File: config.mk
export PLATFORM = sky130hd
export DESIGN_NAME = arp_eth_tx
export DESIGN_NICKNAME = d
export VERILOG_FILES = /design/src/source/arp_tx_pkg.sv /design/src/source/arp_eth_tx.sv /design/src/source/arp_frame_capture.sv /design/src/source/arp_hdr_serializer.sv /design/src/source/axis_skid_buffer.sv
export SDC_FILE = /design/constraint.sdc
export NUM_CORES = 1
export LEC_CHECK = 0
export ABC_AREA = 0
export BUFFER_PORTS_ARGS = -buffer_cell sky130_fd_sc_hd__buf_2
export CAP_MARGIN = 20
export CORE_ASPECT_RATIO = 0.5
export CORE_MARGIN = 8
export CORE_UTILIZATION = 39
export CTS_BUF_LIST = sky130_fd_sc_hd__clkbuf_8
export CTS_CLUSTER_DIAMETER = 100
export DETAILED_ROUTE_END_ITERATION = 8
export PLACE_DENSITY = 0.7
export SYNTH_ARGS = -nofsm -noshare
export SYNTH_HDL_FRONTEND = slang
export SYNTH_SLANG_ARGS = --single-unit
File: constraint.sdc
create_clock -name clk -period 9.4 [get_ports clk]
set_clock_uncertainty 0.15 [all_clocks]
set_input_delay 1.88 -clock clk [delete_from_list [all_inputs] [get_ports clk]]
set_output_delay 1.88 -clock clk [all_outputs]
set_load 0.02 [all_outputs]
File: src/source/arp_tx_pkg.sv
package arp_tx_pkg;

    // ARP over Ethernet/IPv4 header geometry
    localparam int ARP_HDR_BYTES = 28;
    localparam logic [7:0] ARP_HLEN = 8'd6;  // MAC length
    localparam logic [7:0] ARP_PLEN = 8'd4;  // IPv4 length
    localparam int ARP_PTR_W = 5;            // Enough for bytes 0..27

    typedef struct packed {
        logic [47:0] dest_mac;
        logic [47:0] src_mac;
        logic [15:0] eth_type;
    } eth_hdr_t;

    // Fields supplied by the user, lengths are inserted by the DUT
    typedef struct packed {
        logic [15:0] htype;
        logic [15:0] ptype;
        logic [15:0] oper;
        logic [47:0] sha;
        logic [31:0] spa;
        logic [47:0] tha;
        logic [31:0] tpa;
    } arp_req_t;

    // Wire order, first field in the most significant bits
    typedef struct packed {
        logic [15:0] htype;
        logic [15:0] ptype;
        logic [7:0]  hlen;
        logic [7:0]  plen;
        logic [15:0] oper;
        logic [47:0] sha;
        logic [31:0] spa;
        logic [47:0] tha;
        logic [31:0] tpa;
    } arp_fields_t;

    // Same 224 bits seen as fields or as wire bytes
    typedef union packed {
        arp_fields_t fields;
        logic [0:ARP_HDR_BYTES-1][7:0] bytes;  // Entry 0 goes out first
    } arp_hdr_u;

    // One byte of payload stream
    typedef struct packed {
        logic [7:0] data;
        logic       last;
    } axis_beat_t;

endpackage

File: src/source/arp_eth_tx.sv
module arp_eth_tx (
    input  logic                   clk,
    input  logic                   reset,

    // Frame input
    input  logic                   frame_valid_i,
    input  arp_tx_pkg::eth_hdr_t   frame_eth_hdr_i,
    input  arp_tx_pkg::arp_req_t   frame_arp_req_i,
    output logic                   frame_ready_o,

    // Ethernet header output
    output logic                   eth_hdr_valid_o,
    output arp_tx_pkg::eth_hdr_t   eth_hdr_o,
    input  logic                   eth_hdr_ready_i,

    // ARP payload stream
    output logic                   payload_valid_o,
    output arp_tx_pkg::axis_beat_t payload_o,
    input  logic                   payload_ready_i,

    output logic                   busy_o
);
    import arp_tx_pkg::*;

    logic       start;
    arp_hdr_u   arp_hdr;
    logic       ser_busy;
    axis_beat_t beat;
    logic       beat_valid;
    logic       beat_ready;

    assign busy_o = ser_busy;

    arp_frame_capture frame_capture_inst (
        .clk             (clk),
        .reset           (reset),
        .frame_valid_i   (frame_valid_i),
        .eth_hdr_i       (frame_eth_hdr_i),
        .arp_req_i       (frame_arp_req_i),
        .frame_ready_o   (frame_ready_o),
        .eth_hdr_valid_o (eth_hdr_valid_o),
        .eth_hdr_o       (eth_hdr_o),
        .eth_hdr_ready_i (eth_hdr_ready_i),
        .ser_busy_i      (ser_busy),
        .start_o         (start),
        .arp_hdr_o       (arp_hdr)
    );

    arp_hdr_serializer hdr_serializer_inst (
        .clk          (clk),
        .reset        (reset),
        .start_i      (start),
        .arp_hdr_i    (arp_hdr),
        .beat_o       (beat),
        .beat_valid_o (beat_valid),
        .beat_ready_i (beat_ready),
        .busy_o       (ser_busy)
    );

    axis_skid_buffer skid_buffer_inst (
        .clk         (clk),
        .reset       (reset),
        .in_beat_i   (beat),
        .in_valid_i  (beat_valid),
        .in_ready_o  (beat_ready),
        .out_beat_o  (payload_o),
        .out_valid_o (payload_valid_o),
        .out_ready_i (payload_ready_i)
    );

endmodule

File: src/source/arp_frame_capture.sv
module arp_frame_capture (
    input  logic                   clk,
    input  logic                   reset,

    input  logic                   frame_valid_i,
    input  arp_tx_pkg::eth_hdr_t   eth_hdr_i,
    input  arp_tx_pkg::arp_req_t   arp_req_i,
    output logic                   frame_ready_o,

    output logic                   eth_hdr_valid_o,
    output arp_tx_pkg::eth_hdr_t   eth_hdr_o,
    input  logic                   eth_hdr_ready_i,

    input  logic                   ser_busy_i,

    output logic                   start_o,
    output arp_tx_pkg::arp_hdr_u   arp_hdr_o
);
    import arp_tx_pkg::*;

    logic        accept;
    logic        hdr_valid_q, hdr_valid_d;
    logic        ready_q, ready_d;
    eth_hdr_t    eth_hdr_q;
    arp_hdr_u    arp_hdr_q;
    arp_fields_t fields;

    assign accept          = frame_valid_i && ready_q;
    assign start_o         = accept;  // Serializer starts on the accepting edge
    assign frame_ready_o   = ready_q;
    assign eth_hdr_valid_o = hdr_valid_q;
    assign eth_hdr_o       = eth_hdr_q;
    assign arp_hdr_o       = arp_hdr_q;

    always_comb begin
        fields.htype = arp_req_i.htype;
        fields.ptype = arp_req_i.ptype;
        fields.hlen  = ARP_HLEN;
        fields.plen  = ARP_PLEN;
        fields.oper  = arp_req_i.oper;
        fields.sha   = arp_req_i.sha;
        fields.spa   = arp_req_i.spa;
        fields.tha   = arp_req_i.tha;
        fields.tpa   = arp_req_i.tpa;
    end

    always_comb begin
        hdr_valid_d = hdr_valid_q && !eth_hdr_ready_i;
        if (accept) begin
            hdr_valid_d = 1'b1;
        end
        // Next frame only once header is gone and payload is handed over
        ready_d = !hdr_valid_d && !ser_busy_i;
    end

    always_ff @(posedge clk) begin
        if (reset) begin
            hdr_valid_q <= 1'b0;
            ready_q     <= 1'b0;
        end else begin
            hdr_valid_q <= hdr_valid_d;
            ready_q     <= ready_d;
        end
    end

    always_ff @(posedge clk) begin
        if (accept) begin
            eth_hdr_q        <= eth_hdr_i;
            arp_hdr_q.fields <= fields;
        end
    end

    // Serializer only turns busy through a start from here
    a_ready_only_when_idle: assert property (@(posedge clk) disable iff (reset)
        frame_ready_o |-> !ser_busy_i);

endmodule

File: src/source/arp_hdr_serializer.sv
module arp_hdr_serializer (
    input  logic                   clk,
    input  logic                   reset,

    input  logic                   start_i,
    input  arp_tx_pkg::arp_hdr_u   arp_hdr_i,

    output arp_tx_pkg::axis_beat_t beat_o,
    output logic                   beat_valid_o,
    input  logic                   beat_ready_i,

    output logic                   busy_o
);
    import arp_tx_pkg::*;

    localparam logic [ARP_PTR_W-1:0] LAST_PTR = ARP_PTR_W'(ARP_HDR_BYTES - 1);

    logic [ARP_PTR_W-1:0] ptr_q;
    logic                 sending_q;
    logic                 at_last;
    logic                 step;

    assign at_last = (ptr_q == LAST_PTR);
    assign step    = sending_q && beat_ready_i;  // One byte per ready cycle

    // Byte view of the captured header
    assign beat_o.data  = arp_hdr_i.bytes[ptr_q];
    assign beat_o.last  = at_last;
    assign beat_valid_o = step;
    assign busy_o       = sending_q;

    always_ff @(posedge clk) begin
        if (reset) begin
            ptr_q     <= '0;
            sending_q <= 1'b0;
        end else if (start_i) begin
            ptr_q     <= '0;
            sending_q <= 1'b1;
        end else if (step) begin
            ptr_q <= ptr_q + 1'b1;
            if (at_last) begin
                sending_q <= 1'b0;  // 28th byte handed over
            end
        end
    end

    a_ptr_in_range: assert property (@(posedge clk) disable iff (reset)
        sending_q |-> (ptr_q <= LAST_PTR));

    // Capture must hold off a new frame until the last byte has left
    a_no_start_while_sending: assert property (@(posedge clk) disable iff (reset)
        !(start_i && sending_q));

endmodule

File: src/source/axis_skid_buffer.sv
module axis_skid_buffer (
    input  logic                   clk,
    input  logic                   reset,

    input  arp_tx_pkg::axis_beat_t in_beat_i,
    input  logic                   in_valid_i,
    output logic                   in_ready_o,

    output arp_tx_pkg::axis_beat_t out_beat_o,
    output logic                   out_valid_o,
    input  logic                   out_ready_i
);
    import arp_tx_pkg::*;

    axis_beat_t out_q;
    axis_beat_t tmp_q;
    logic       out_valid_q, out_valid_d;
    logic       tmp_valid_q, tmp_valid_d;
    logic       in_ready_q;
    logic       in_ready_d;
    logic       load_out;     // Input straight to output
    logic       load_tmp;     // Input parked in temp
    logic       tmp_to_out;

    assign in_ready_o  = in_ready_q;
    assign out_beat_o  = out_q;
    assign out_valid_o = out_valid_q;

    // Registered ready, temp catches the beat already in flight
    assign in_ready_d = out_ready_i || (!tmp_valid_q && !out_valid_q);

    always_comb begin
        out_valid_d = out_valid_q;
        tmp_valid_d = tmp_valid_q;
        load_out    = 1'b0;
        load_tmp    = 1'b0;
        tmp_to_out  = 1'b0;

        if (in_ready_q) begin
            if (out_ready_i || !out_valid_q) begin
                out_valid_d = in_valid_i;
                load_out    = 1'b1;
            end else begin
                tmp_valid_d = in_valid_i;
                load_tmp    = 1'b1;
            end
        end else if (out_ready_i) begin
            out_valid_d = tmp_valid_q;
            tmp_valid_d = 1'b0;
            tmp_to_out  = 1'b1;
        end
    end

    always_ff @(posedge clk) begin
        if (reset) begin
            out_valid_q <= 1'b0;
            tmp_valid_q <= 1'b0;
            in_ready_q  <= 1'b0;
        end else begin
            out_valid_q <= out_valid_d;
            tmp_valid_q <= tmp_valid_d;
            in_ready_q  <= in_ready_d;
        end
    end

    always_ff @(posedge clk) begin
        if (load_out) begin
            out_q <= in_beat_i;
        end else if (tmp_to_out) begin
            out_q <= tmp_q;
        end
        if (load_tmp) begin
            tmp_q <= in_beat_i;
        end
    end

    a_out_stable: assert property (@(posedge clk) disable iff (reset)
        (out_valid_o && !out_ready_i) |=> (out_valid_o && $stable(out_beat_o)));

endmodule
# Word level (Yosys, flattened, before mapping)
# Cells that the tools add are included.
# op_classes
add_sub_neg,1
order_cmp,1
shift,0
n_div,0
reduce_logical,20
muxes,21
multipliers,0
eq_ne,3
bitwise_logic,1
# ops
operator,count
binary-select mux 8 bit (select 5 bit),1
2-to-1 mux 9 bit,2
2-to-1 mux 1 bit,16
2-to-1 mux 8 bit,2
nonzero test 2 bit,4
">= comparator 6 bit, second input constant",1
inverter 5 -> 6 bit,1
AND reduction 2 bit,3
"adder 5 x 1 -> 5 bit, second input constant",1
"equality test 5 bit, second input constant",1
logical AND 1 bit,5
zero test 1 bit,5
"inequality test 2 bit, second input constant",2
logical OR 1 bit,2
OR reduction 2 bit,1
# totals
output_inout_bits,125
register_bits,349
n_memories,0
latchBits,0
rom_bits,0
ram_bits,0
elab_cells,62

# Depth between registers and ports, before layout
# Gate-level depths: netlist of run 1.
# depth
ltp_word,5
mapped_depth,8

# Cells and area by module
# Synthesis of run 1 repeated with hierarchy kept, for this count alone.
# hier_totals
cells_unflattened,567
hier_area_um2,12748.5
# by_module_without_submodules
mod,area_per_inst_um2,cells_per_inst,instances
arp_frame_capture,9821.9,345,1
arp_hdr_serializer,2090.8,177,1
axis_skid_buffer,835.8,45,1

# Worst setup path after synthesis of run 1
# OpenSTA, ideal clock, no wires.
# synth_path
path_type,input to register
from,input frame_valid_i
to,register frame_capture_inst.arp_hdr_q (netlist bit frame_capture_inst.arp_hdr_o[0]) (enable)
arrival_time_ns,8.140
setup_time_ns,0.669
path_buffers,0
path_stages,2
path_slack_ns,0.441
required_time_ns,8.581
path_cell_list,nand2_1 > inv_1
# synth_between
elab_chain_cells,1
# synth_rtl
item,line_no,rtl
"start, declared",arp_eth_tx.sv:6,"input logic frame_valid_i,"
logical AND 1 bit,arp_frame_capture.sv:28,assign accept = frame_valid_i && ready_q;
via frame_capture_inst.start_o,arp_frame_capture.sv:16,"output logic start_o,"
"end, declared",arp_frame_capture.sv:25,arp_hdr_u arp_hdr_q;
# The timed path passes the listed nets, and every way through them passes these cells.
# A chain may end at the register's enable or synchronous reset.

# Worst setup path after layout of run 1
# layout_path
from,input frame_valid_i
to,register frame_capture_inst.arp_hdr_q (netlist bit frame_capture_inst.arp_hdr_o[114]) (enable)
# Same word-level chain as after synthesis.

==> flow_results.org, run 1 <==
** Critical path
- The worst setup path is launched from a primary input.
- Data on the critical path is required at its endpoint by around 9400 ps.
- Worst r2r dst :: skid_buffer_inst.out_beat_o[3]
- In this run the worst setup path begins at frame_valid_i.
- Largest fanout on the critical path :: approximately 150
- Data arrival time of the critical path :: 3850 ps
- The worst register-to-register path has a setup slack of 6220 ps.
- CP endpoint :: frame_capture_inst.arp_hdr_o[114]
- Reg-to-reg startpoint :: hdr_serializer_inst.ptr_q[0]
- Kind of critical path :: in2reg
- The worst register-to-register path has a depth of 5.
- STA classifies the critical path endpoint as a register.

** Clock tree
- Clock-pin slew was measured on the worst setup and hold paths at around 70 ps.
- Counting along the longest clock path gives a buffer depth of 3.
- Number of CTS-inserted buffers :: 50
- Hold buffer count at cts :: 0
- The H-tree was split into 2 levels.
- CTS tree :: yes
- The clock net in this run drives a total of roughly 350 sinks.
- Clock root cell :: sky130_fd_sc_hd__clkbuf_8
- Post-CTS Setup Repair Bufs :: 0
- Cts repair resizes :: 0
- The clock reaches the later pin of the worst-skew pair after just under 600 ps.

** Final layout
- Fraction of final layout cells with drive strength greater than 1 :: 50.2%
- Number of non-filler instances in the completed layout :: roughly 1,600
- Area growth, synth to finish :: 29.4%
- Final instance area :: between 0.015 and 0.02 mm^2
- The final layout contains between 1,000 and 1,500 nets.
- The layout has around 2,600 filler cells.

** GRT
- The first global-routing pass estimated a little over 50,000 um of wire.
- Maximum number of pins on one net before global-route repair :: approximately 150
- The number of antenna violations at the first check in global routing is 9.
- Sum of overflow across all layers after global routing :: 0
- Number of global-route vias before repair :: 8,294
- Overall Global Routing Usage :: between 15 and 20%

** Synth
- Top_reg_cell synth :: sky130_fd_sc_hd__edfxtp_1
- In this run the mean area of a mapped cell was around 21 um^2.
- Counting instances in the post-synthesis netlist gives the leading cell types as sky130_fd_sc_hd__edfxtp_1 (338), sky130_fd_sc_hd__mux2i_1 (47), sky130_fd_sc_hd__mux4_2 (23).
- For this run, asynchronously set or reset flops after synthesis account for 0%.
- sky130_fd_sc_hd__edfxtp_1 is the most common cell in the netlist.
- When the netlist entered floorplanning its net count stood at slightly above 900.
- Area fraction of the dominant cell type after synthesis :: between 80% and 90%
- By area the synthesized netlist is led by sky130_fd_sc_hd__edfxtp_1 (81%), sky130_fd_sc_hd__mux4_2 (4.1%), sky130_fd_sc_hd__mux2i_1 (3.7%).
- Cell taking the most area after synthesis :: sky130_fd_sc_hd__edfxtp_1
- Synth warnings :: 0
- Fraction of the yosys area taken by sequential cells :: between 80% and 90%
- In this run, synthesis produced a sequential element count of roughly 350.
- The synthesized netlist occupies a cell area of between 0.01 and 0.015 mm^2.
- Cell variety after synth :: between 40 and 50
- In the synthesized netlist, the number of instances is approximately 590.
- Number of enable flip-flop cells after synthesis :: roughly 340

** Timing
- Hold Slack :: between 300 and 400 ps
- Worst Max-Slew Pin Slew :: approximately 1200 ps
- The number of pins with negative max-slew slack in the final report came to 0.
- Final setup viols :: 0
- Max Clk Rate :: between 200 and 300 MHz
- Adding up every negative setup slack in the final design gives 0 ps.
- Max-slew headroom at the worst pin :: between 20 and 25%
- Share of the cycle needed by the critical path after routing :: about two fifths
- Min Tclk post-route :: roughly 3800 ps
- Fin. Hold Viols :: 0
- Setup repair after global routing left no endpoint under its margin.

** Floorplanning
- Area of the placeable core :: 0.0317 mm^2
- The initialized floorplan defines 46 standard-cell rows.
- The die covers ~0.039 mm^2.
- For this configuration, the core starts out at a cell density of ~40%.
- The die is roughly 140 um tall.
- Count of pins on the block boundary :: 450
- Width of the chip :: 270 um

** Worst hold path
- Along the worst hold path, the cell count comes to 2.
- Path type of the worst min-delay path :: reg2reg

** Job
- The tool flagged a number of max-cap violations equal to 0.

** Detailed routing
- In the final routed layout, each cell accounts on average for 23.0 um.
- Via density :: slightly below 5
- Count of antenna-violating nets left after detailed routing :: 0
- For this block, the routed nets add up to between 30,000 and 40,000 um of wire.
- Overall via count from detail_route :: approximately 7,500
- For this run, design rule violations remaining after detail routing come to 0.
- Number of detailed-routing iterations run before antenna repair :: 5
- The first routing iteration left between 600 and 700 violations.

** Placement
- In this run the cell area measured after placement is between 0.015 and 0.02 mm^2.
- After legalization and detailed placement, the total HPWL measured approximately 27,000 um.
- Routability-driven placement congestion ratio :: 0.836
- Once placement completed, the tool counted placed cells totaling ~1,500.
- During placement, the flow inserted port buffers numbering roughly 450.

** Pwr
- Power density relative to cell area :: 199 mW/mm^2
- VDD sags by at most about 0.16 mV.
- P_leak :: roughly 0.0061 uW
- Total power of the final layout :: about 3200 uW

** Run status
- Run status :: finished clean
## how the worst min path moves through the flow
| stage | startpoint | slack (ps) | endpoint |
|---|---|---|---|
| 5_1_grt | frame_capture_inst.eth_hdr_valid_o | 400 | frame_capture_inst.eth_hdr_valid_o |
| 3_3_place_gp | frame_capture_inst.eth_hdr_valid_o | 350 | frame_capture_inst.eth_hdr_valid_o |
| 4_1_cts | skid_buffer_inst.tmp_q[4] | 370 | skid_buffer_inst.out_beat_o[4] |
| 6_report | skid_buffer_inst.tmp_q[5] | 370 | skid_buffer_inst.out_beat_o[5] |
| 2_1_floorplan | skid_buffer_inst.tmp_valid_q | 330 | skid_buffer_inst.out_valid_o |
| 3_5_place_dp | skid_buffer_inst.tmp_q[5] | 370 | skid_buffer_inst.out_beat_o[5] |
## worst max-delay path, cell delays in order
cell,delay (ps)
sky130_fd_sc_hd__buf_2,90
sky130_fd_sc_hd__nand2_1,170
sky130_fd_sc_hd__inv_8,630
sky130_fd_sc_hd__buf_4,830
## power by group
| part | switching, uW | internal [uW] |
|---|---|---|
| registers | 21.9 | 1800 |
| logic | 132 | 90.8 |
| clock network | 578 | 611 |
| total | 733 | 2500 |
## registers in the layout, summed over array words and instances (netlist names), 5 cells and up
signal and count:
frame_capture_inst.eth_hdr_o 112, frame_capture_inst.arp_hdr_o 208, hdr_serializer_inst.ptr_q 5, skid_buffer_inst.tmp_q 9, skid_buffer_inst.out_beat_o 9
## kinds of logic (layout without fill, tap and decap cells)
family          Yosys count  count (layout)  share of synthesized area [%]
mux                      86              86                           9.66
other cells               0               9                              0
fa+ha+maj                 1               1                         0.0996
xor+xnor                  3               3                          0.209
flops                   349             349                           82.5
compound gates           62              62                           3.47
buf+inv                  27             553                           1.62
simple gates             64              64                           2.39
## cell type report
cell class	count	area, um^2	area share [%]
well taps	432	541	3.32
clock inverters	40	265	1.63
multi-input cells	216	1990	12.2
repair buffers	455	2310	14.2
inverters	5	26.3	0.162
diodes	9	22.5	0.139
flip-flops and latches	349	10400	63.8
clock buffers	53	729	4.49
## through the flow
stage          util [%]  setup slack [ps]
2_1_floorplan         -               441
3_3_place_gp       48.0              4880
3_5_place_dp       48.0              4730
4_1_cts            51.1              5360
5_1_grt            51.3              5470
6_report           51.3              5580
## cells in the final DEF (no fill, tap or decap), types with 2 or more instances in the layout
master                      count
sky130_fd_sc_hd__dfxtp_1        9
sky130_fd_sc_hd__o21ai_0        5
sky130_fd_sc_hd__mux4_2        23
sky130_fd_sc_hd__a221oi_1       3
sky130_fd_sc_hd__inv_1         20
sky130_fd_sc_hd__clkbuf_8      53
sky130_fd_sc_hd__a31oi_1        2
sky130_fd_sc_hd__nor2b_1        2
sky130_fd_sc_hd__edfxtp_1     338
sky130_fd_sc_hd__nor4_1         2
sky130_fd_sc_hd__buf_4          5
sky130_fd_sc_hd__mux2_2        13
sky130_fd_sc_hd__buf_2        449
sky130_fd_sc_hd__nor3_1         2
sky130_fd_sc_hd__nor2_1        18
sky130_fd_sc_hd__clkinv_1      10
sky130_fd_sc_hd__nand3b_1       2
sky130_fd_sc_hd__o31ai_1        4
sky130_fd_sc_hd__diode_2        9
sky130_fd_sc_hd__clkinv_4       2
sky130_fd_sc_hd__o221ai_1      12
sky130_fd_sc_hd__o211ai_1       2
sky130_fd_sc_hd__mux2i_1       47
sky130_fd_sc_hd__nand2b_1       5
sky130_fd_sc_hd__o22ai_1        3
sky130_fd_sc_hd__or3_1          2
sky130_fd_sc_hd__mux4_1         3
sky130_fd_sc_hd__clkinv_2       7
sky130_fd_sc_hd__o32ai_1        4
sky130_fd_sc_hd__nand2_1       19
sky130_fd_sc_hd__nand3_1        9
sky130_fd_sc_hd__xor2_1         2
sky130_fd_sc_hd__a32oi_1        4
sky130_fd_sc_hd__a22oi_1        2
sky130_fd_sc_hd__bufinv_16      3
sky130_fd_sc_hd__a21oi_1       16
## layer usage
layer / vias to the layer above / share of wire (%) / wire (um) / GRT usage, %
met5: - / 0 / 0 / 0
met4: 0 / 2.7 / 975 / 7.17
met3: 72 / 4.5 / 1600 / 3.46
met2: 215 / 57 / 20400 / 32.9
met1: 3835 / 36 / 12900 / 19.3
li1: 3410 / - / - / -
(Power assumes the default switching activity.)
==> run 2, diff against run 1 <==
--- a/config.mk
+++ b/config.mk
@@ -14,7 +14,7 @@
 export CTS_BUF_LIST = sky130_fd_sc_hd__clkbuf_8
 export CTS_CLUSTER_DIAMETER = 100
 export DETAILED_ROUTE_END_ITERATION = 8
-export PLACE_DENSITY = 0.7
+export PLACE_DENSITY = 0.67
 export SYNTH_ARGS = -nofsm -noshare
 export SYNTH_HDL_FRONTEND = slang
 export SYNTH_SLANG_ARGS = --single-unit
==> constraint.sdc (replaced) <==
create_clock -name clk -period 3.6 [get_ports clk]
set_clock_uncertainty 0.15 [all_clocks]
set_input_delay 0.72 -clock clk [delete_from_list [all_inputs] [get_ports clk]]
set_output_delay 0.72 -clock clk [all_outputs]
set_load 0.02 [all_outputs]
==> flow_results.org, run 2 (same netlist as run 1, synthesis figures left out) <==
** Run status
- Run status :: finished clean

** Timing
- Max-slew headroom at the worst pin :: 33.5% (+11 points)
- Worst Max-Slew Pin Slew :: 997 ps (-169 ps)
- Setup repair after global routing left no endpoint under its margin.
- Final number of max-transition violations :: 0 (unchanged)
- The worst path uses just under 80% of the clock period.
- The worst path needs approximately 2800 ps of the cycle, external delays included.
- Fin. Hold Viols :: 0 (unchanged)
- Final setup viols :: 0 (unchanged)
- The final setup TNS came to 0 ps (unchanged).
- Worst Setup Slack, final :: 816 ps (-4760 ps)
- Static timing analysis puts the maximum clock frequency at 359 MHz.
- The post-route worst hold slack came to 167 ps (-207 ps).

** Detailed routing
- The number of remaining DRC errors was 0 (unchanged).
- The routed wire length per instance is 23.6 um (+2.7%).
- Final Routed Wirelength :: 36,800 um (+2.9%)
- The number of DRC markers after the initial detailed-route iteration came to 621 (+3.3%).
- Via density :: 4.87 (+0.83%)
- The total vias in the final route is 7,604 (+0.96%).
- Number of detailed-routing iterations run before antenna repair :: 5 (unchanged)
- Count of antenna-violating nets left after detailed routing :: 0 (unchanged)

** Clock tree
- The CTS buffer count is 49 (-2.0%).
- The insertion delay to the later sink of the worst-skew pair is 570 ps (about the same).
- Depth of the CTS H-tree :: 2 (unchanged)
- TritonCTS built the clock tree.
- Clock root cell :: sky130_fd_sc_hd__clkbuf_8
- The number of gates resized after CTS came to 0 (unchanged).
- Clock transition at path regs :: 70 ps (about the same)
- The maximum clock path buffer count is 3 (unchanged).
- Clock sink count :: 349 (unchanged)
- The number of setup buffers added after CTS was 0 (unchanged).
- The cts-stage hold buffer count is 0 (unchanged).

** Critical path
- The largest fanout on the critical path was 20 (-87%).
- Data arrival time of the critical path :: 3080 ps (-770 ps)
- Element type at the critical path end :: register
- The setup slack of the worst register-to-register path is 820 ps (-5400 ps).
- The required time of the critical path is 3900 ps (-5530 ps).
- The number of cell instances on the worst register-to-register path came to 5 (unchanged).
- The endpoint identified for the worst register-to-register timing path is skid_buffer_inst.out_beat_o[3].
- The worst register-to-register path begins at hdr_serializer_inst.ptr_q[3].
- The worst setup path is of the reg2reg kind.
- Startpoint Class :: register

** Floorplanning
- The die extent in y came to 143 um (unchanged).
- The placement row count came to 46 (unchanged).
- Initial core utilization :: 39.6% (unchanged)
- The I/O pin count was 450 (unchanged).
- The full die area is 0.0386 mm^2 (unchanged).
- The horizontal extent of the die was 270 um (unchanged).
- The area of the core is 0.0317 mm^2 (unchanged).

** Placement
- The number of buffer cells added on primary ports is 449 (unchanged).
- The number of placed instances, taps included came to 1,467 (+0.76%).
- The placer's final routability congestion estimate came to 0.841 (+0.56%).
- The HPWL after detailed placement came to 28,900 um (+7.2%).
- Setup slack at placement :: 818 ps (-3910 ps)

** Pwr
- Power density relative to cell area :: 513 mW/mm^2 (+160%)
- The static leakage is 0.00618 uW (+0.69%).
- The worst-case vdd ir drop came to 0.373 mV (+130%).
- Clock group share of total power :: 36.2% (-0.6 points)
- Switching power share of the total :: 22.5% (-0.22 points)
- Internal Dissipation :: 6510 uW (+160%)
- Total power of the final layout :: 8400 uW (+160%)
- The register share of total power came to 56.6% (+0.3 points).
- Relative contribution of combinational cells to total power :: 7.2% (+0.3 points)
- The switching power came to 1890 uW (+160%).

** GRT
- The first-pass GRT wire length was 52,300 um (+2.9%).
- The final global-route overflow total was 0 (unchanged).
- The via count of the first global-routing pass is 8,445 (+1.8%).
- Antenna violations before repair :: 7 (-2)
- The global-route usage over all layers was 18.1% (+0.61 points).
- Maximum number of pins on one net before global-route repair :: 53 (-65%)

** Final layout
- Most common cell after layout, fill and taps aside :: sky130_fd_sc_hd__buf_2
- Fill cell instance count of the final layout :: 2,598 (-1.0%)
- Count of nets after finishing :: 1,412 (+0.64%)
- The combined area of the multi-input logic cells was 0.00200 mm^2 (+0.82%).
- Area growth, synth to finish :: 30.3%
- Fraction of final layout cells with drive strength greater than 1 :: 50.8% (+0.62 points)
- Top library cells by usage in the layout, fill and taps aside :: sky130_fd_sc_hd__buf_2 (449), sky130_fd_sc_hd__edfxtp_1 (338), sky130_fd_sc_hd__clkbuf_8 (53)
- The area of all sequential standard cells was 0.0104 mm^2 (unchanged).
- Number of non-filler instances in the completed layout :: 1,561 (+0.13%)
- Flip-flop count of the largest register, all copies and words added :: 208 (unchanged)

** Job
- The number of violations of the max-capacitance limit came to 0 (unchanged).

** Worst hold path
- The cell depth of the worst min-delay path was 1 (-1).
- Path type of the worst min-delay path :: in2reg
- Hold_sp :: frame_arp_req_i[109]
- The path with the worst hold slack has its endpoint at frame_capture_inst.arp_hdr_o[109].
## run 2: cell types whose count changed in the layout (fill, tap and decap cells not counted), moves of 2 or more
cell | before | now
sky130_fd_sc_hd__buf_12 | 0 | 7
sky130_fd_sc_hd__clkinv_1 | 10 | 7
sky130_fd_sc_hd__clkinv_4 | 2 | 0
sky130_fd_sc_hd__diode_2 | 9 | 7
sky130_fd_sc_hd__buf_4 | 5 | 9
## run 2: power groups by stage
| stage | clock network [uW] | logic, uW | registers [uW] |
|---|---|---|---|
| detailed placement | 0 | 615 | 4840 |
| CTS | 3120 | 616 | 4760 |
| floorplan | 0 | 176 | 4950 |
| finish | 3040 | 607 | 4750 |
| global placement | 0 | 600 | 4840 |
| global route | 3300 | 644 | 4770 |
## run 2: layer usage
layer	part of all wire, %	vias to the layer above	GRT usage [%]	wire (um)
met2	56	269	34.6	20700
met5	0	-	0	0
met3	4.8	64	3.67	1770
met4	2.6	0	6.18	947
met1	36	3850	20.0	13400
li1	-	3421	-	-
## run 2: layout make-up
class                   count  share of cell area (%)
well taps                 432                    3.30
diodes                      7                   0.107
repair buffers            465                    15.0
flip-flops and latches    349                    63.4
clock inverters            34                    1.35
inverters                   5                   0.138
multi-input cells         216                    12.2
clock buffers              53                    4.46
## run 2: worst max-delay path by stage
stage                     slack (ps)                               to                          from  cells past startpoint
final                            820   skid_buffer_inst.out_beat_o[3]  hdr_serializer_inst.ptr_q[3]                      5
after global routing             660   skid_buffer_inst.out_beat_o[3]  hdr_serializer_inst.ptr_q[3]                      5
after CTS                        820   skid_buffer_inst.out_beat_o[3]  hdr_serializer_inst.ptr_q[0]                      4
after detailed placement         820   skid_buffer_inst.out_beat_o[3]  hdr_serializer_inst.ptr_q[0]                      4
after global placement           890   skid_buffer_inst.out_beat_o[3]  hdr_serializer_inst.ptr_q[0]                      4
after floorplan                -2510  frame_capture_inst.arp_hdr_o[0]                 frame_valid_i                      2
## run 2: metrics by stage
stage / cell area, um^2 / utilization (%)
after floorplan: 12600 / -
after global placement: 15400 / 48.6
after detailed placement: 15400 / 48.6
after CTS: 16300 / 51.6
after global routing: 16400 / 51.6
final: 16400 / 51.6
## run 2: worst max-delay path: stages, from the launching register on
cell and delay (ps):
sky130_fd_sc_hd__dfxtp_1 810, sky130_fd_sc_hd__inv_1 440, sky130_fd_sc_hd__nor2_1 630, sky130_fd_sc_hd__a21oi_1 160, sky130_fd_sc_hd__a22oi_1 260, sky130_fd_sc_hd__mux2_2 200
==> run 3, diff against run 2 <==
--- a/config.mk
+++ b/config.mk
@@ -14,7 +14,7 @@
 export CTS_BUF_LIST = sky130_fd_sc_hd__clkbuf_8
 export CTS_CLUSTER_DIAMETER = 100
 export DETAILED_ROUTE_END_ITERATION = 8
-export PLACE_DENSITY = 0.67
+export PLACE_DENSITY = 0.7
 export SYNTH_ARGS = -nofsm -noshare
 export SYNTH_HDL_FRONTEND = slang
 export SYNTH_SLANG_ARGS = --single-unit
==> constraint.sdc (replaced) <==
create_clock -name clk -period 2.2 [get_ports clk]
set_clock_uncertainty 0.15 [all_clocks]
set_input_delay 0.44 -clock clk [delete_from_list [all_inputs] [get_ports clk]]
set_output_delay 0.44 -clock clk [all_outputs]
set_load 0.02 [all_outputs]
==> flow_results.org, run 3 <==
** Clock tree
- The CTS buffer count was 49 (unchanged).
- The maximum level of the CTS H-tree was 2 (unchanged).
- The cts-stage hold buffer count was 316 (+316).
- The number of gates resized after CTS was 2 (+2).
- Clock sink count :: 349 (unchanged)
- Clock root cell :: sky130_fd_sc_hd__clkbuf_8
- Clock buffer depth :: 3 (unchanged)
- The number of setup buffers added after CTS is 0 (unchanged).

** Synth
- In the post-synthesis netlist, the cell with the most instances is sky130_fd_sc_hd__edfxtp_1.
- The number of synthesized flops with an enable pin came to 338 (unchanged).
- Synth warnings :: 0 (unchanged)
- Cell variety after synth :: 44 (unchanged)
- sky130_fd_sc_hd__edfxtp_1 takes more of the synthesized area than any other cell.
- Most instantiated cells after synthesis :: sky130_fd_sc_hd__edfxtp_1 (338), sky130_fd_sc_hd__mux2i_1 (47), sky130_fd_sc_hd__mux4_2 (23)
- The portion of synthesized cell area occupied by the leading cell type came to 80.8% (unchanged).
- The synthesized netlist net count is 918 (unchanged).
- Post-Syn Instances :: 592 (unchanged)
- The most used flip-flop cell after synthesis is sky130_fd_sc_hd__edfxtp_1.
- The mean post-synth cell area was 21.2 um^2 (unchanged).
- Flops & latches, synth :: 349 (unchanged)
- The mapped cell area is 0.0126 mm^2 (unchanged).
- The post-synthesis async set-or-reset flop share was 0% (unchanged).
- The part of the Yosys area used for sequential elements is 82.5% (unchanged).
- Yosys attributes the largest share of cell area to sky130_fd_sc_hd__edfxtp_1 (81%), sky130_fd_sc_hd__mux4_2 (4.1%), sky130_fd_sc_hd__mux2i_1 (3.7%).

** Placement
- The HPWL after detailed placement was 30,000 um (+4.0%).
- Number of input and output port buffers inserted :: 449 (unchanged)
- The placer's final routability congestion estimate was 0.903 (+7.3%).
- The total cell area at the placement stage came to 0.0156 mm^2 (+1.5%).

** Floorplanning
- Width of the chip :: 270 um (unchanged)
- The die extent in y is 143 um (unchanged).
- The placement row count was 46 (unchanged).
- Count of pins on the block boundary :: 450 (unchanged)
- Initial core utilization :: 39.6% (unchanged)

** Run status
- The first error in the log reads "[ERROR RSZ-0060] Max buffer count reached".
- The flow did not finish.
- Progress stopped at 4_1_cts.
[run 3: cell counts after synthesis]
No cell type changed its count.
[run 3: logic make-up after synthesis]
family,share of synthesized area [%]
AOI/OAI and AO/OA,3.47
xor gates and xnor gates,0.209
adders and majority gates,0.0996
buffers and inverters,1.62
DFF,82.5
muxes,9.66
and+or+nand+nor,2.39
[run 3: through the flow]
stage	hold slack (ps)	instances	util, %	setup WS (ps)
3_5_place_dp	351	1488	49.3	-75.3
2_1_floorplan	334	592	-	-3630
3_3_place_gp	333	1488	49.3	-11.7
==> run 4, diff against run 3 <==
--- a/config.mk
+++ b/config.mk
@@ -8,13 +8,10 @@
 export ABC_AREA = 0
 export BUFFER_PORTS_ARGS = -buffer_cell sky130_fd_sc_hd__buf_2
 export CAP_MARGIN = 20
-export CORE_ASPECT_RATIO = 0.5
 export CORE_MARGIN = 8
-export CORE_UTILIZATION = 39
-export CTS_BUF_LIST = sky130_fd_sc_hd__clkbuf_8
-export CTS_CLUSTER_DIAMETER = 100
+export CORE_UTILIZATION = 24
 export DETAILED_ROUTE_END_ITERATION = 8
-export PLACE_DENSITY = 0.7
+export PLACE_DENSITY_LB_ADDON = 0.15
 export SYNTH_ARGS = -nofsm -noshare
 export SYNTH_HDL_FRONTEND = slang
 export SYNTH_SLANG_ARGS = --single-unit
==> constraint.sdc (replaced) <==
create_clock -name clk -period 2.85 [get_ports clk]
set_clock_uncertainty 0.15 [all_clocks]
set_input_delay 0.57 -clock clk [delete_from_list [all_inputs] [get_ports clk]]
set_output_delay 0.57 -clock clk [all_outputs]
set_load 0.02 [all_outputs]
==> flow_results.org, run 4 (same netlist as run 1, synthesis figures left out) <==
** Run status
- The flow ran to the end, and the final reports show no timing, DRC or antenna violations.

** Timing
- Max-slew headroom at the worst pin :: 57.0%
- Share of the cycle needed by the critical path after routing :: around 85%
- Worst Setup Slack, final :: 427 ps
- Max Clk Rate :: a little over 400 MHz
- The number of hold-slack violations in the final timing report came to 0.
- Setup repair after global routing left no endpoint under its margin.
- The number of pins with negative max-slew slack in the final report came to 0.
- Worst Max-Slew Pin Slew :: about 650 ps
- Min Tclk post-route :: 2420 ps
- Setup violations remaining at the end of the flow were counted as 0.
- Setup TNS Final :: 0 ps

** Detailed routing
- The routed design has roughly 43,000 um of wire.
- The detailed router placed between 8,000 and 9,000 vias in this run.
- The detail route stage leaves a number of antenna-violating nets equal to 0.
- DRC :: 0
- Post-DR wirelength/cell :: about 21 um
- Number of detailed-routing iterations run before antenna repair :: 8
- For this block, the initial DRC count from the detailed router was 391.
- Via density :: 4.08

** Placement
- Setup slack at placement :: 348 ps (+423 ps)
- The number of buffer cells added on primary ports came to 449 (unchanged).
- DP HPWL :: 31,900 um (+6.4%)
- The placer's final routability congestion estimate is 0.733 (-19%).

** Clock tree
- Post-CTS Setup Repair Bufs :: 0 (unchanged)
- Clock buffer depth :: 3 (unchanged)
- The number of sinks handled by clock tree synthesis came to 349 (unchanged).
- Clock-pin slew was measured on the worst setup and hold paths at around 60 ps.
- TritonCTS built the clock tree.
- Number of CTS-inserted buffers :: 42 (-14%)
- For the worst-skew pair, the clock arrives at the later sink with an insertion delay of approximately 570 ps.
- The maximum level of the CTS H-tree was 2 (unchanged).
- Cts repair resizes :: 0 (-2)
- Clock root cell :: sky130_fd_sc_hd__clkbuf_16

** Final layout
- In the final layout, the multi-input gates occupy about 0.002 mm^2.
- Leaving out fill and tap cells, the most frequent cells in the layout are sky130_fd_sc_hd__buf_2 (449), sky130_fd_sc_hd__edfxtp_1 (338), sky130_fd_sc_hd__dlygate4sd3_1 (256).
- Most common cell after layout, fill and taps aside :: sky130_fd_sc_hd__buf_2
- Count of nets after finishing :: 1,670
- Fraction of final layout cells with drive strength greater than 1 :: between 40% and 50%
- Fill cell instance count of the final layout :: around 5,000
- Registers take 0.0104 mm^2.
- The register with the most flip-flops in the layout has ~210 of them.
- From synthesis to final layout, the design area changed by 57.0%.

** Floorplanning
- Area of the placeable core :: between 0.05 and 0.06 mm^2
- The die extent in y came to 245 um (+71%).
- The placement row count came to 84 (+83%).
- DIE AREA :: between 0.05 and 0.06 mm^2
- The horizontal extent of the die was 245 um (-9.3%).
- Initial core utilization :: 24.1% (-16 points)
- Count of pins on the block boundary :: 450 (unchanged)

** Pwr
- For this design the static power due to leakage is about 0.0074 uW.
- Across the VDD grid, the largest voltage drop is 0.404 mV.
- Combinational cells account for a little under 9% of the total power.
- The internal portion of the total power is ~9500 uW.
- Clock group share of total power :: a little over two fifths
- Power density relative to cell area :: roughly 620 mW/mm^2
- Portion of total power attributed to sequential cells :: around 49%
- Switching power share of the total :: 22.9%
- Net switching component of the power :: 2820 uW

** GRT
- The via count of the first global-routing pass came to 9,700.
- Overall Global Routing Usage :: 14.1%
- Global routing finished with a remaining overflow of 0.
- The number of antenna violations at the first check in global routing came to 10.
- Global-route wire length before repair :: about 63,000 um
- Entering global routing, the biggest net connects about 110 pins.

** Critical path
- Startpoint Class :: register
- The slowest stage of the critical path belongs to the cell sky130_fd_sc_hd__dfxtp_4.
- The worst setup path is of the reg2reg kind.
- Data arrival time of the critical path :: 2610 ps
- Largest fanout on the critical path :: 22
- On the worst path, the slowest cell contributes a delay of around 450 ps.
- Worst path top cell family by delay :: multiplexers
- Walking the worst path, the cells encountered are buf_4 > mux2_2 > o21a_1 > a32oi_1 > a22oi_1 > mux2_2.
- Element type at the critical path end :: register
- Critical path data required time :: just over 3000 ps
- Counting stages on the worst path, the most repeated cell is sky130_fd_sc_hd__mux2_2.
- Crit path buffers/inverters :: 1

** Worst hold path
- Path type of the worst min-delay path :: in2reg

** Job
- Across the run, the number of max-cap violations was 0.
-- run 4: path summary, 6_finish.rpt --
kind | startpoint | endpoint | slack (ps) | depth (start not counted)
max | hdr_serializer_inst.ptr_q[1] | skid_buffer_inst.out_beat_o[3] | 430 | 6
min | frame_arp_req_i[120] | frame_capture_inst.arp_hdr_o[120] | 40 | 1
max reg2reg | hdr_serializer_inst.ptr_q[1] | skid_buffer_inst.out_beat_o[3] | 430 | 6
min reg2reg | frame_capture_inst.eth_hdr_valid_o | frame_capture_inst.eth_hdr_valid_o | 340 | 2
-- run 4: per-stage QoR --
stage | std cells | hold slack [ps] | total power (uW) | area [um^2] | utilization [%]
5_1_grt | 2069 | 7.18 | 12800 | 19700 | 37.8
6_report | 2073 | 41.1 | 12300 | 19700 | 37.8
3_5_place_dp | 1731 | 334 | 6920 | 15800 | 30.2
4_1_cts | 2064 | 0.0258 | 12500 | 19700 | 37.8
2_1_floorplan | 592 | 334 | 6470 | 12600 | -
3_3_place_gp | 1731 | 334 | 6920 | 15800 | 30.2
-- run 4: final cells by class --
class                   count  area share (%)
diodes                      8           0.102
clock buffers              51            5.50
clock inverters            26            1.38
inverters                   5           0.114
multi-input cells         216            10.2
flip-flops and latches    349            52.6
well taps                 688            4.37
repair buffers            730            25.7
-- run 4: what timing repair did --
| action | in CTS | in global routing |
|---|---|---|
| hold buffers | 256 | 0 |
| setup endpoints to repair | 0 | 0 |
| hold endpoints to repair | 256 | 0 |
-- run 4: power groups by stage --
stage          logic (uW)  clock network, uW  registers [uW]
3_5_place_dp          806                  0            6110
6_report             1070               5240            6000
2_1_floorplan         222                  0            6250
5_1_grt              1160               5620            6030
3_3_place_gp          800                  0            6120
4_1_cts              1100               5430            6010
-- run 4: worst register-to-register path: stages (launching register included) --
cell and delay (ps):
sky130_fd_sc_hd__dfxtp_4 450, sky130_fd_sc_hd__buf_4 370, sky130_fd_sc_hd__mux2_2 390, sky130_fd_sc_hd__o21a_1 160, sky130_fd_sc_hd__a32oi_1 230, sky130_fd_sc_hd__a22oi_1 160, sky130_fd_sc_hd__mux2_2 270
-- run 4: metal layers --
layer	routed length, um	global-route usage, %	up-vias	part of all wire (%)
met3	3790	5.20	75	8.8
met4	1440	5.49	4	3.3
met5	28	0	-	0.065
met1	16600	15.9	4052	38
met2	21300	24.0	365	49
li1	-	-	3952	-
